## src/source/cpu_macros.svh

```systemverilog
`ifndef CPU_MACROS_SVH
`define CPU_MACROS_SVH

// machine word and internal memory size
`define CPU_WORD_W 16
`define CPU_MEM_AW 8

// continuation address of an accepted interrupt
`define CPU_IRQ_VECTOR 8'h40

// control panel register map
`define CPU_REG_CTRL   8'h00
`define CPU_REG_STATUS 8'h04
`define CPU_REG_MADDR  8'h08
`define CPU_REG_MDATA  8'h0C
`define CPU_REG_IC     8'h10
`define CPU_REG_R0     8'h20

`endif

```

## src/source/cpu_pkg.sv

```systemverilog
`include "cpu_macros.svh"
`default_nettype none

package cpu_pkg;

	typedef logic [`CPU_WORD_W-1:0] word_t;
	typedef logic [`CPU_MEM_AW-1:0] mem_addr_t;

	// 6-bit opcode field, anything not listed is illegal
	typedef enum logic [5:0] {
		AW  = 6'o20,
		SW  = 6'o22,
		OR  = 6'o24,
		NR  = 6'o26,
		ER  = 6'o30,
		LW  = 6'o50,
		TW  = 6'o51,
		RW  = 6'o54,
		UJ  = 6'o70,
		JZ  = 6'o71,
		HLT = 6'o73
	} opcode_e;

	typedef enum logic [3:0] {
		STOP,
		FETCH,
		FETCH_WAIT,
		ARG,
		ARG_WAIT,
		OPER,
		OPER_WAIT,
		EXEC,
		WRITE,
		CYCLE_END
	} cpu_state_e;

	typedef struct packed {
		logic z;
		logic m;
		logic v;
		logic c;
	} flags_t;

	typedef struct packed {
		opcode_e op;
		logic [2:0] a;
		logic [2:0] b;
		logic [2:0] c;
		logic needs_arg;
		logic reads_mem;
		logic writes_mem;
		logic writes_reg;
		logic is_jump;
		logic is_halt;
		logic illegal;
	} decoded_t;

	typedef struct packed {
		word_t value;
		flags_t flags;
		logic flags_valid;
		logic reg_we;
		logic [2:0] reg_idx;
		logic mem_we;
		mem_addr_t mem_addr;
		logic jump;
		word_t jump_addr;
		logic halt;
	} exec_res_t;

	typedef struct packed {
		logic en;
		logic we;
		mem_addr_t addr;
		word_t wdata;
	} mem_port_t;

	typedef struct packed {
		logic en;
		logic is_ic;
		logic [2:0] idx;
		word_t data;
	} reg_wr_t;

	typedef struct packed {
		logic psel;
		logic penable;
		logic pwrite;
		logic [7:0] paddr;
		logic [31:0] pwdata;
	} apb_req_t;

	typedef struct packed {
		logic [31:0] prdata;
		logic pready;
		logic pslverr;
	} apb_rsp_t;

endpackage

`default_nettype wire

```

## src/source/micro_execute.sv

```systemverilog
`default_nettype none

module micro_execute
	import cpu_pkg::*;
(
	input logic clk,
	input logic rst,
	input logic exec_en,
	input decoded_t dec,
	input word_t arg_word,
	input word_t oper_word,
	input word_t ra_data,
	input word_t rb_data,
	input word_t rc_data,
	input flags_t flags,
	output exec_res_t exec_res,
	output logic [2:0] rd_a,
	output logic [2:0] rd_b,
	output logic [2:0] rd_c
);

	localparam int MSB = $bits(word_t) - 1;

	word_t base;
	word_t n_arg;
	word_t alu;
	logic carry;
	logic ovf;
	exec_res_t res;

	assign rd_a = dec.a;
	assign rd_b = dec.b;
	assign rd_c = dec.c;

	// N = (next word or RC) + RB, B=0 adds nothing
	assign base = (dec.c == 3'd0) ? arg_word : rc_data;
	assign n_arg = base + ((dec.b != 3'd0) ? rb_data : '0);

	always_comb begin
		carry = 1'b0;
		ovf = 1'b0;
		alu = n_arg;
		case (dec.op)
			AW: begin
				{carry, alu} = {1'b0, ra_data} + {1'b0, n_arg};
				ovf = (ra_data[MSB] == n_arg[MSB]) & (alu[MSB] != ra_data[MSB]);
			end
			SW: begin
				// carry out here is the borrow
				{carry, alu} = {1'b0, ra_data} - {1'b0, n_arg};
				ovf = (ra_data[MSB] != n_arg[MSB]) & (alu[MSB] != ra_data[MSB]);
			end
			OR: alu = ra_data | n_arg;
			NR: alu = ra_data & n_arg;
			ER: alu = ra_data ^ n_arg;
			TW: alu = oper_word;
			RW: alu = ra_data;
			default: alu = n_arg;
		endcase
	end

	always_comb begin
		res = '0;
		res.value = alu;
		res.flags.z = (alu == '0);
		res.flags.m = alu[MSB];
		res.flags.v = ovf;
		res.flags.c = carry;
		res.flags_valid = dec.writes_reg;
		res.reg_we = dec.writes_reg;
		res.reg_idx = dec.a;
		res.mem_we = dec.writes_mem;
		res.mem_addr = mem_addr_t'(n_arg);
		res.jump = dec.is_jump & ((dec.op != JZ) | flags.z);
		res.jump_addr = n_arg;
		res.halt = dec.is_halt;
	end

	always_ff @(posedge clk) begin
		if (rst) begin
			exec_res <= '0;
		end else if (exec_en) begin
			exec_res <= res;
		end
	end

endmodule

`default_nettype wire

```

## config.mk

```make
export PLATFORM = sky130hd
export DESIGN_NAME = micro_execute
export DESIGN_NICKNAME = d
export VERILOG_FILES = /design/src/source/cpu_pkg.sv /design/src/source/micro_execute.sv
export VERILOG_INCLUDE_DIRS = /design/src /design/src/source
export SDC_FILE = /design/constraint.sdc
export NUM_CORES = 1
export LEC_CHECK = 0
export BUFFER_PORTS_ARGS = -buffer_cell sky130_fd_sc_hd__buf_2
export CAP_MARGIN = 10
export CELL_PAD_IN_SITES_DETAIL_PLACEMENT = 1
export CELL_PAD_IN_SITES_GLOBAL_PLACEMENT = 2
export CORE_ASPECT_RATIO = 0.9
export CORE_UTILIZATION = 32
export CTS_CLUSTER_DIAMETER = 80
export DETAILED_ROUTE_END_ITERATION = 8
export GPL_TIMING_DRIVEN = 0
export PLACE_DENSITY_LB_ADDON = 0.1
export SETUP_SLACK_MARGIN = 0.3
export SLEW_MARGIN = 20
export SYNTH_ARGS = -nofsm -noshare
export SYNTH_HDL_FRONTEND = slang
export SYNTH_SLANG_ARGS = --single-unit
```

## constraint.sdc

```tcl
create_clock -name clk -period 11.9 [get_ports clk]
set_clock_uncertainty 0.2 [all_clocks]
set_input_delay 3.57 -clock clk [delete_from_list [all_inputs] [get_ports clk]]
set_output_delay 3.57 -clock clk [all_outputs]
set_load 0.05 [all_outputs]
```

After elaboration in Yosys (flattened, before gate mapping)
Cells that the tools add are included.
{ "totals": {"reg_bits": 51, "in_bits": 109, "output_inout_bits": 61, "wordCells": 42} }
{ "op_classes": {"n_addsub": 3, "eq_ne": 12, "mux": 5, "bitwise_logic": 7, "n_reduce_logical": 3} }
{ "op_table": {"columns": ["op", "count"], "rows": [
  ["16-bit one-hot mux with 7 select lines", 1],
  ["16-bit two-way mux", 2],
  ["6-bit by 5-bit equality test with 1-bit output (second input constant)", 5],
  ["16-bit by 16-bit adder with 17-bit output", 1],
  ["16-bit by 16-bit subtractor with 17-bit output", 1],
  ["16-bit adder", 1],
  ["16-bit bitwise AND", 1],
  ["16-bit zero test", 1],
  ["16-bit bitwise OR", 1],
  ["16-bit bitwise XOR", 1],
  ["6-bit equality test (second input constant)", 2],
  ["6-bit != test (second input constant)", 1],
  ["1-bit one-hot mux with 2 select lines", 2],
  ["1-bit bitwise AND", 3],
  ["3-bit zero test", 1],
  ["1-bit != test", 3],
  ["3-bit nonzero test", 1],
  ["1-bit equality test", 1],
  ["1-bit bitwise OR", 1]
]} }

Depth between registers and ports, before layout
Gate-level depths: netlist (run 1).
{ "depth": {"ltp_word": 7, "mapped_depth": 23, "depth_no_buf": 21} }

Least setup slack after synthesis (run 1)
OpenSTA, ideal clock, no wires.
{ "synth_timing": {"path_kind": "input to register", "from": "input dec[8] in the netlist's numbering", "to": "register exec_res[35] in the netlist's numbering", "setup_time_ps": 69, "t_arrival_ps": 8230, "required_ps": 11631, "setup_slack_ps": 3401, "cell_stages": 21, "n_path_buf": 2, "cell_sequence": "nor3_2 -> clkbuf_1 -> mux2_2 -> ha_1 -> and2_1 -> and3_1 -> a211oi_1 -> nor2b_1 -> xnor2_1 -> inv_1 -> ha_1 -> clkbuf_1 -> nor4_1 -> o211ai_1 -> nand3_1 -> xnor2_1 -> a221oi_1 -> a22oi_1 -> a2111oi_1 -> nand4b_1 -> o21ai_1"} }
{ "synth_via": {"elab_chain_cells": 6, "elab_cells_between_ends": 10, "classes_between": "add/sub (3); mux (2); bitwise (3); reduce/logical (2)"} }
{ "synth_rtl": {"columns": ["element", "line", "text"], "rows": [
  ["from (decl)", "micro_execute.sv:9", "input decoded_t dec,"],
  ["3-bit zero test *", "micro_execute.sv:36", "assign base = (dec.c == 3'd0) ? arg_word : rc_data;"],
  ["16-bit two-way mux *", "micro_execute.sv:36", null],
  ["16-bit adder *", "micro_execute.sv:37", "assign n_arg = base + ((dec.b != 3'd0) ? rb_data : '0);"],
  ["via n_arg[10]", "micro_execute.sv:25", "word_t n_arg;"],
  ["16-bit by 16-bit subtractor with 17-bit output (tied with other cells)", "micro_execute.sv:50", "{carry, alu} = {1'b0, ra_data} - {1'b0, n_arg};"],
  ["16-bit one-hot mux with 7 select lines *", "micro_execute.sv:43", "case (dec.op)"],
  ["16-bit zero test *", "micro_execute.sv:65", "res.flags.z = (alu == '0);"],
  ["to (signal assigned)", "micro_execute.sv:83", "exec_res <= res;"],
  ["to (decl)", "micro_execute.sv:16", "output exec_res_t exec_res,"]
]} }
The timed path passes the listed nets; every way through them passes the cells marked *.
A chain may end at the register's enable or synchronous reset.

Final worst setup path (run 1)
Ends and elaborated chain as after synthesis.

==> results.sh, run 1 <==
export IMPL_cp_arrival_ns=9.96
export IMPL_drtIter0Drc=293
export IMPL_route_detailed_drc=0
export IMPL_crit_required_ns=11.92
export IMPL_worst_setup_path_type="primary input to flop"
export IMPL_start_util_pct=33.0
export IMPL_grt_ovfl_total=0
export IMPL_clk_latency_ns=0.29
export IMPL_wirelength_um=23800
export IMPL_gp_congestion=0.890
export IMPL_grtUsageTotal_pct=26.0
export IMPL_cp_cell_sequence="buf_2 > nor3_2 > clkbuf_1 > mux2_2 > ha_1 > and2_1 > and4_1 > a211oi_1 > nor2b_1 > xnor2_1 > inv_1 > ha_1 > clkbuf_1 > nor4_1 > o211ai_1 > nand3_1 > xnor2_1 > a221oi_1 > a22oi_1 > a2111oi_1 > nand4b_1 > o21ai_1"
export IMPL_slowest_delay_ns=0.62
export IMPL_core_area_mm2=0.0170
export IMPL_areaGrowthSynthToFinish_pct=22.6
export IMPL_numCtsBuffers=5
export IMPL_synth_main_ff_cell="dfxtp_1"
export IMPL_yosysWarnings=0
export IMPL_drive_gt1_share_pct=25.6
export IMPL_cap_violations=0
export IMPL_vias=6358
export IMPL_startpoint_type="primary input"
export IMPL_antenna_found_initial=0
export IMPL_num_antenna_cells=0
export IMPL_fin_nets=1091
export IMPL_finalWorstSetupSlack_ns=1.96
export IMPL_cp_num_buf_inv=4
export IMPL_largest_register_ffs=42
export IMPL_die_area_mm2=0.0181
export IMPL_hp_class="flop to flop"
export IMPL_min_path_cells=2
export IMPL_postCtsHoldBufs=0
export IMPL_cts_sinks=42
export IMPL_htree_levels=2
export IMPL_p_leak_uw=0.00320
export IMPL_endpoint_kind="flop"
export IMPL_cts_root_buf="clkbuf_16"
export IMPL_whs_ns=0.285
export IMPL_cts_resized=0
export IMPL_grt_max_degree=15
export IMPL_slew_viol_final=0
export IMPL_wl_per_cell_um=20.7
export IMPL_reg2reg_depth=3
export IMPL_finalCritPeriodShare_pct=83.5
export IMPL_min_period_ns=9.94
export IMPL_postCtsSetupBuffers=0
export IMPL_tightestPinTransition_ns=0.961
export IMPL_cp_max_fo=10
export IMPL_viasPerCell=5.53
export IMPL_syn_nets=923
export IMPL_synthDistinctLibCells=77
export IMPL_irDropWorstVdd_mv=0.0816
export IMPL_finalPower_uw=903
export IMPL_die_h_um=128
export IMPL_relSlewSlack_pct=35.7
export IMPL_final_core_util_pct=40.5
export IMPL_powerDensity_mw_per_mm2=131
export IMPL_setup_viol=0
export IMPL_top_regs="exec_res x42"
export IMPL_max_freq_mhz=101
export IMPL_cts_tree="yes"
export IMPL_clk_pin_slew_ns=0.06
export IMPL_grt_pass1_vias=6325
export IMPL_ctsLongestPathBuffers=2
export IMPL_firstDrtPassIters=5
export IMPL_top_register="exec_res"
export IMPL_grt_pass1_wl_um=35900
export IMPL_crit_cells=22
export IMPL_portBuffers=161
export IMPL_synth_avg_cell_area_um2=7.52
export IMPL_syn_inst=746
export IMPL_num_fill_cells=2244
export IMPL_row_count=45
export IMPL_netlist_area_mm2=0.00561
export IMPL_synth_edff_count=0
export IMPL_status="complete, no violations"
export IMPL_worst_path_max_delay_cell="nor4_1"
export IMPL_antenna_left=0
export IMPL_yosys_register_bits=42
export IMPL_yosysSeqAreaShare_pct=15.0
export IMPL_pin_count=170
export IMPL_async_flop_share_pct=0
export IMPL_die_w_um=142
export IMPL_fin_tns_setup_ns=0
export IMPL_dp_hpwl_um=19500
export IMPL_rsz0062_at_grt="false"
export IMPL_hold_viol_final=0
export IMPL_cp_top_family="simple AND/OR/NAND/NOR gates"
export IMPL_dp_slack_ns=1.74
[kinds of logic after synthesis]
logic type               Yosys count  synth area share [%]
buffers and inverters            112                  9.21
adder cells (fa/ha/maj)           68                  15.6
AND/OR/NAND/NOR                  254                  23.2
XOR/XNOR                          18                  2.81
multiplexers                      46                  8.81
AO/OA/AOI/OAI                    206                  25.4
flip-flops                        42                  15.0
[final cells by class]
| type | instances | area (um2) | share of cell area [%] |
|---|---|---|---|
| flip-flops and latches | 42 | 841 | 12.2 |
| well taps | 235 | 294 | 4.27 |
| plain buffers | 63 | 333 | 4.84 |
| repair buffers | 161 | 806 | 11.7 |
| multi-input cells | 592 | 4250 | 61.8 |
| inverters | 49 | 184 | 2.67 |
| clock buffers | 5 | 125 | 1.82 |
| clock inverters | 3 | 45.0 | 0.655 |
[per-stage QoR]
stage	cell area (um2)	instances
after floorplan	5610	746
after global placement	6710	1142
after detailed placement	6710	1142
after CTS	6880	1150
after global routing	6880	1150
final	6880	1150
[metal layers]
layer	up-vias	share of wire, %	global-route usage [%]
met3	27	4.9	3.45
met4	0	2.2	6.83
met5	-	0	0
met2	183	46	42.8
met1	3108	47	35.6
li1	3040	-	-
[worst paths after layout]
kind	startpoint	end	slack (ns)
min	exec_res[13]	exec_res[13]	0.29
max reg2reg	exec_res[47]	exec_res[47]	10.90
max	dec[8]	exec_res[35]	1.96
min reg2reg	exec_res[13]	exec_res[13]	0.29
[Yosys cell counts (all sizes together) (4+ instances only)]
cell type | n | area share [%]
nor3b | 5 | 0.87
o211ai | 14 | 1.9
buf | 35 | 4.0
a222oi | 9 | 1.6
a32oi | 5 | 0.78
nand2b | 8 | 0.89
a211o | 4 | 0.62
a211oi | 9 | 1.3
a31oi | 6 | 0.67
mux2 | 17 | 3.4
a22oi | 8 | 1.1
o21ai | 27 | 2.4
dfxtp | 42 | 15
nand4 | 6 | 0.67
nand2 | 41 | 2.7
a221oi | 4 | 0.62
a21o | 7 | 0.94
o41ai | 4 | 0.62
xnor2 | 11 | 1.7
ha | 65 | 14
inv | 48 | 3.2
nor2b | 23 | 2.6
o22ai | 6 | 0.67
a21oi | 58 | 5.2
nor3 | 27 | 2.7
mux2i | 28 | 5.0
clkbuf | 28 | 1.9
and3 | 5 | 0.56
o31a | 4 | 0.62
o2111ai | 4 | 0.62
nand3 | 18 | 1.6
o21bai | 7 | 0.94
nor2 | 91 | 6.1
xor2 | 7 | 1.1
o221ai | 6 | 0.94
nor4 | 6 | 0.78
[worst reg2reg max path, stage by stage, from the launching register on]
cell and delay, ns:
dfxtp_1 0.32, nor2b_1 0.13, a31oi_1 0.17, nor2_1 0.05
[report_power, final]
part | switching (uW) | total (uW) | internal, uW
Sequential | 10.4 | 167 | 156
Combinational | 391 | 578 | 187
Clock | 59.7 | 159 | 99.0
Total | 461 | 903 | 442
[placed cells by master (no fill, tap or decap), drive strengths merged, types with 4 or more instances in the layout]
| cell | Yosys | layout |
|---|---|---|
| buf | 35 | 196 |
| nor2 | 91 | 91 |
| ha | 65 | 65 |
| a21oi | 58 | 58 |
| inv | 48 | 48 |
| dfxtp | 42 | 42 |
| nand2 | 41 | 41 |
| clkbuf | 28 | 33 |
| mux2i | 28 | 28 |
| o21ai | 27 | 27 |
| nor3 | 27 | 27 |
| nor2b | 23 | 23 |
| nand3 | 18 | 18 |
| mux2 | 17 | 17 |
| o211ai | 14 | 14 |
| xnor2 | 11 | 11 |
| a222oi | 9 | 9 |
| a211oi | 9 | 9 |
| nand2b | 8 | 8 |
| a22oi | 8 | 8 |
| a21o | 7 | 7 |
| o21bai | 7 | 7 |
| xor2 | 7 | 7 |
| o22ai | 6 | 6 |
| nand4 | 6 | 6 |
| a31oi | 6 | 6 |
| o221ai | 6 | 6 |
| nor4 | 6 | 6 |
| and3 | 5 | 5 |
| a32oi | 5 | 5 |
| nor3b | 5 | 5 |
| a211o | 4 | 4 |
| o41ai | 4 | 4 |
| o31a | 4 | 4 |
| o2111ai | 4 | 4 |
| a221oi | 4 | 4 |
Power figures use the tool's default switching activity.
==> inputs of run 2 (changes only) <==
--- a/config.mk
+++ b/config.mk
@@ -11,7 +11,7 @@
 export CELL_PAD_IN_SITES_DETAIL_PLACEMENT = 1
 export CELL_PAD_IN_SITES_GLOBAL_PLACEMENT = 2
 export CORE_ASPECT_RATIO = 0.9
-export CORE_UTILIZATION = 32
+export CORE_UTILIZATION = 29
 export CTS_CLUSTER_DIAMETER = 80
 export DETAILED_ROUTE_END_ITERATION = 8
 export GPL_TIMING_DRIVEN = 0
==> constraint.sdc (replaced) <==
create_clock -name clk -period 9.51 [get_ports clk]
set_clock_uncertainty 0.2 [all_clocks]
set_input_delay 2.853 -clock clk [delete_from_list [all_inputs] [get_ports clk]]
set_output_delay 2.853 -clock clk [all_outputs]
set_load 0.05 [all_outputs]
==> results.sh, run 2 (same netlist as run 1, synthesis figures left out) <==
export IMPL_status="complete, no violations"
export IMPL_tightestPinTransition_ns=0.991
export IMPL_grt_pass1_vias=6395
export IMPL_p_leak_uw=0.00323
export IMPL_pin_count=170
export IMPL_top_register="exec_res"
export IMPL_cts_tree="yes"
export IMPL_antenna_found_initial=0
export IMPL_endpoint_kind="flop"
export IMPL_fin_nets=1091
export IMPL_cap_violations=0
export IMPL_grt_max_degree=15
export IMPL_fin_tns_setup_ns=0
export IMPL_met1_length_um=11300
export IMPL_drive_gt1_share_pct=25.9
export IMPL_combPwrFrac_pct=62.4
export IMPL_cp_max_fo=10
export IMPL_areaGrowthSynthToFinish_pct=23.6
export IMPL_viasPerCell=5.52
export IMPL_num_fill_cells=2362
export IMPL_hold_viol_final=0
export IMPL_min_path_cells=2
export IMPL_clk_latency_ns=0.29
export IMPL_ctsLongestPathBuffers=2
export IMPL_top_regs="exec_res x42"
export IMPL_grt_ovfl_total=0
export IMPL_maxUsedRoutingLayer="met4"
export IMPL_postCtsHoldBufs=0
export IMPL_crit_required_ns=9.48
export IMPL_hp_class="flop to flop"
export IMPL_switching_power_uw=579
export IMPL_cts_root_buf="clkbuf_16"
export IMPL_whs_endpoint="exec_res[46]"
export IMPL_cts_sinks=42
export IMPL_layout_commonest_cell="buf_2"
export IMPL_die_area_mm2=0.0199
export IMPL_postCtsSetupBuffers=0
export IMPL_worst_setup_path_type="primary input to flop"
export IMPL_finalCritPeriodShare_pct=90.4
export IMPL_wirelength_um=24600
export IMPL_row_count=47
export IMPL_cts_resized=0
export IMPL_firstDrtPassIters=5
export IMPL_die_h_um=134
export IMPL_antenna_left=0
export IMPL_rsz0062_at_grt="false"
export IMPL_hp_start="exec_res[46]"
export IMPL_drtIter0Drc=250
export IMPL_vias=6401
export IMPL_htree_levels=2
export IMPL_slew_viol_final=0
export IMPL_start_util_pct=30.1
export IMPL_wl_per_cell_um=21.2
export IMPL_final_core_util_pct=37.2
export IMPL_num_antenna_cells=0
export IMPL_reg2reg_depth=3
export IMPL_clk_pin_slew_ns=0.06
export IMPL_max_freq_mhz=116
export IMPL_setup_viol=0
export IMPL_grtUsageTotal_pct=24.2
export IMPL_grt_pass1_wl_um=36900
export IMPL_met3_length_um=1380
export IMPL_core_area_mm2=0.0186
export IMPL_r2r_end="exec_res[47]"
export IMPL_min_period_ns=8.60
export IMPL_numCtsBuffers=5
export IMPL_layout_area_seq_um2=841
export IMPL_rr_startpoint="exec_res[47]"
export IMPL_multi_input_comb_area_mm2=0.00427
export IMPL_r2r_setup_slack_ns=8.52
export IMPL_powerDensity_mw_per_mm2=167
export IMPL_seq_power_share_pct=18.0
export IMPL_cp_arrival_ns=8.57
export IMPL_p_int_uw=581
export IMPL_largest_register_ffs=42
export IMPL_irDropWorstVdd_mv=0.0766
export IMPL_startpoint_type="primary input"
export IMPL_die_w_um=149
export IMPL_pwr_share_clk_pct=19.7
export IMPL_portBuffers=161
export IMPL_relSlewSlack_pct=33.9
export IMPL_wl_met2_um=11200
export IMPL_dp_hpwl_um=20100
export IMPL_gp_congestion=0.911
export IMPL_final_cell_mix="buf_2, nor2_1, ha_1"
export IMPL_route_detailed_drc=0
export IMPL_switching_share_pct=49.9
==> run 2: routing by layer <==
layer	global-route usage (%)	vias up
li1	-	3051
met1	32.1	3104
met2	39.1	202
met3	3.91	44
met4	9.22	0
met5	0	-
==> run 2: metrics by stage <==
stage | power, uW | instances | area (um2) | setup slack [ns] | hold slack [ns]
global placement | 913 | 1152 | 6720 | 0.131 | 0.260
CTS | 1160 | 1160 | 6920 | 0.339 | 0.285
global route | 1240 | 1160 | 6940 | 0.435 | 0.305
detailed placement | 930 | 1152 | 6720 | 0.0429 | 0.275
finish | 1160 | 1160 | 6940 | 0.908 | 0.275
floorplan | 713 | 746 | 5610 | 1.73 | 0.483
==> run 2: power by group through the flow <==
stage	registers [uW]	clock network [uW]	logic [uW]
after CTS	208	233	721
after global placement	211	0	702
final	208	228	724
after global routing	210	240	787
after detailed placement	212	0	718
after floorplan	277	0	436
==> run 2: final cells by class <==
| type | count | area share, % |
|---|---|---|
| Sequential cell | 42 | 12.1 |
| Clock buffer | 5 | 1.80 |
| Inverter | 49 | 2.65 |
| Multi-Input combinational cell | 592 | 61.6 |
| Clock inverter | 3 | 0.992 |
| Tap cell | 245 | 4.42 |
| Timing Repair Buffer | 161 | 11.6 |
| Buffer | 63 | 4.82 |
==> run 2: worst max-delay path by stage <==
stage	slack [ns]	depth (start not counted)	startpoint	endpoint
after floorplan	1.73	21	dec[8]	exec_res[35]
after global placement	0.13	20	dec[8]	exec_res[35]
after detailed placement	0.04	20	dec[8]	exec_res[35]
after CTS	0.34	20	dec[8]	exec_res[35]
after global routing	0.44	22	dec[8]	exec_res[35]
final	0.91	20	dec[8]	exec_res[35]
==> run 2: worst max-delay path: stages <==
cell	delay, ns
buf_2	0.12
nor3_4	0.38
clkbuf_2	0.34
mux2_2	0.38
ha_1	0.36
and2_1	0.21
and3_1	0.18
a211oi_1	0.44
a21oi_1	0.21
xnor2_2	0.46
ha_1	0.20
clkbuf_1	0.32
clkinv_1	0.36
o41ai_1	0.57
a21oi_1	0.15
nand2b_1	0.17
and4b_1	0.27
nor4b_2	0.37
nand4b_1	0.16
o21ai_1	0.07
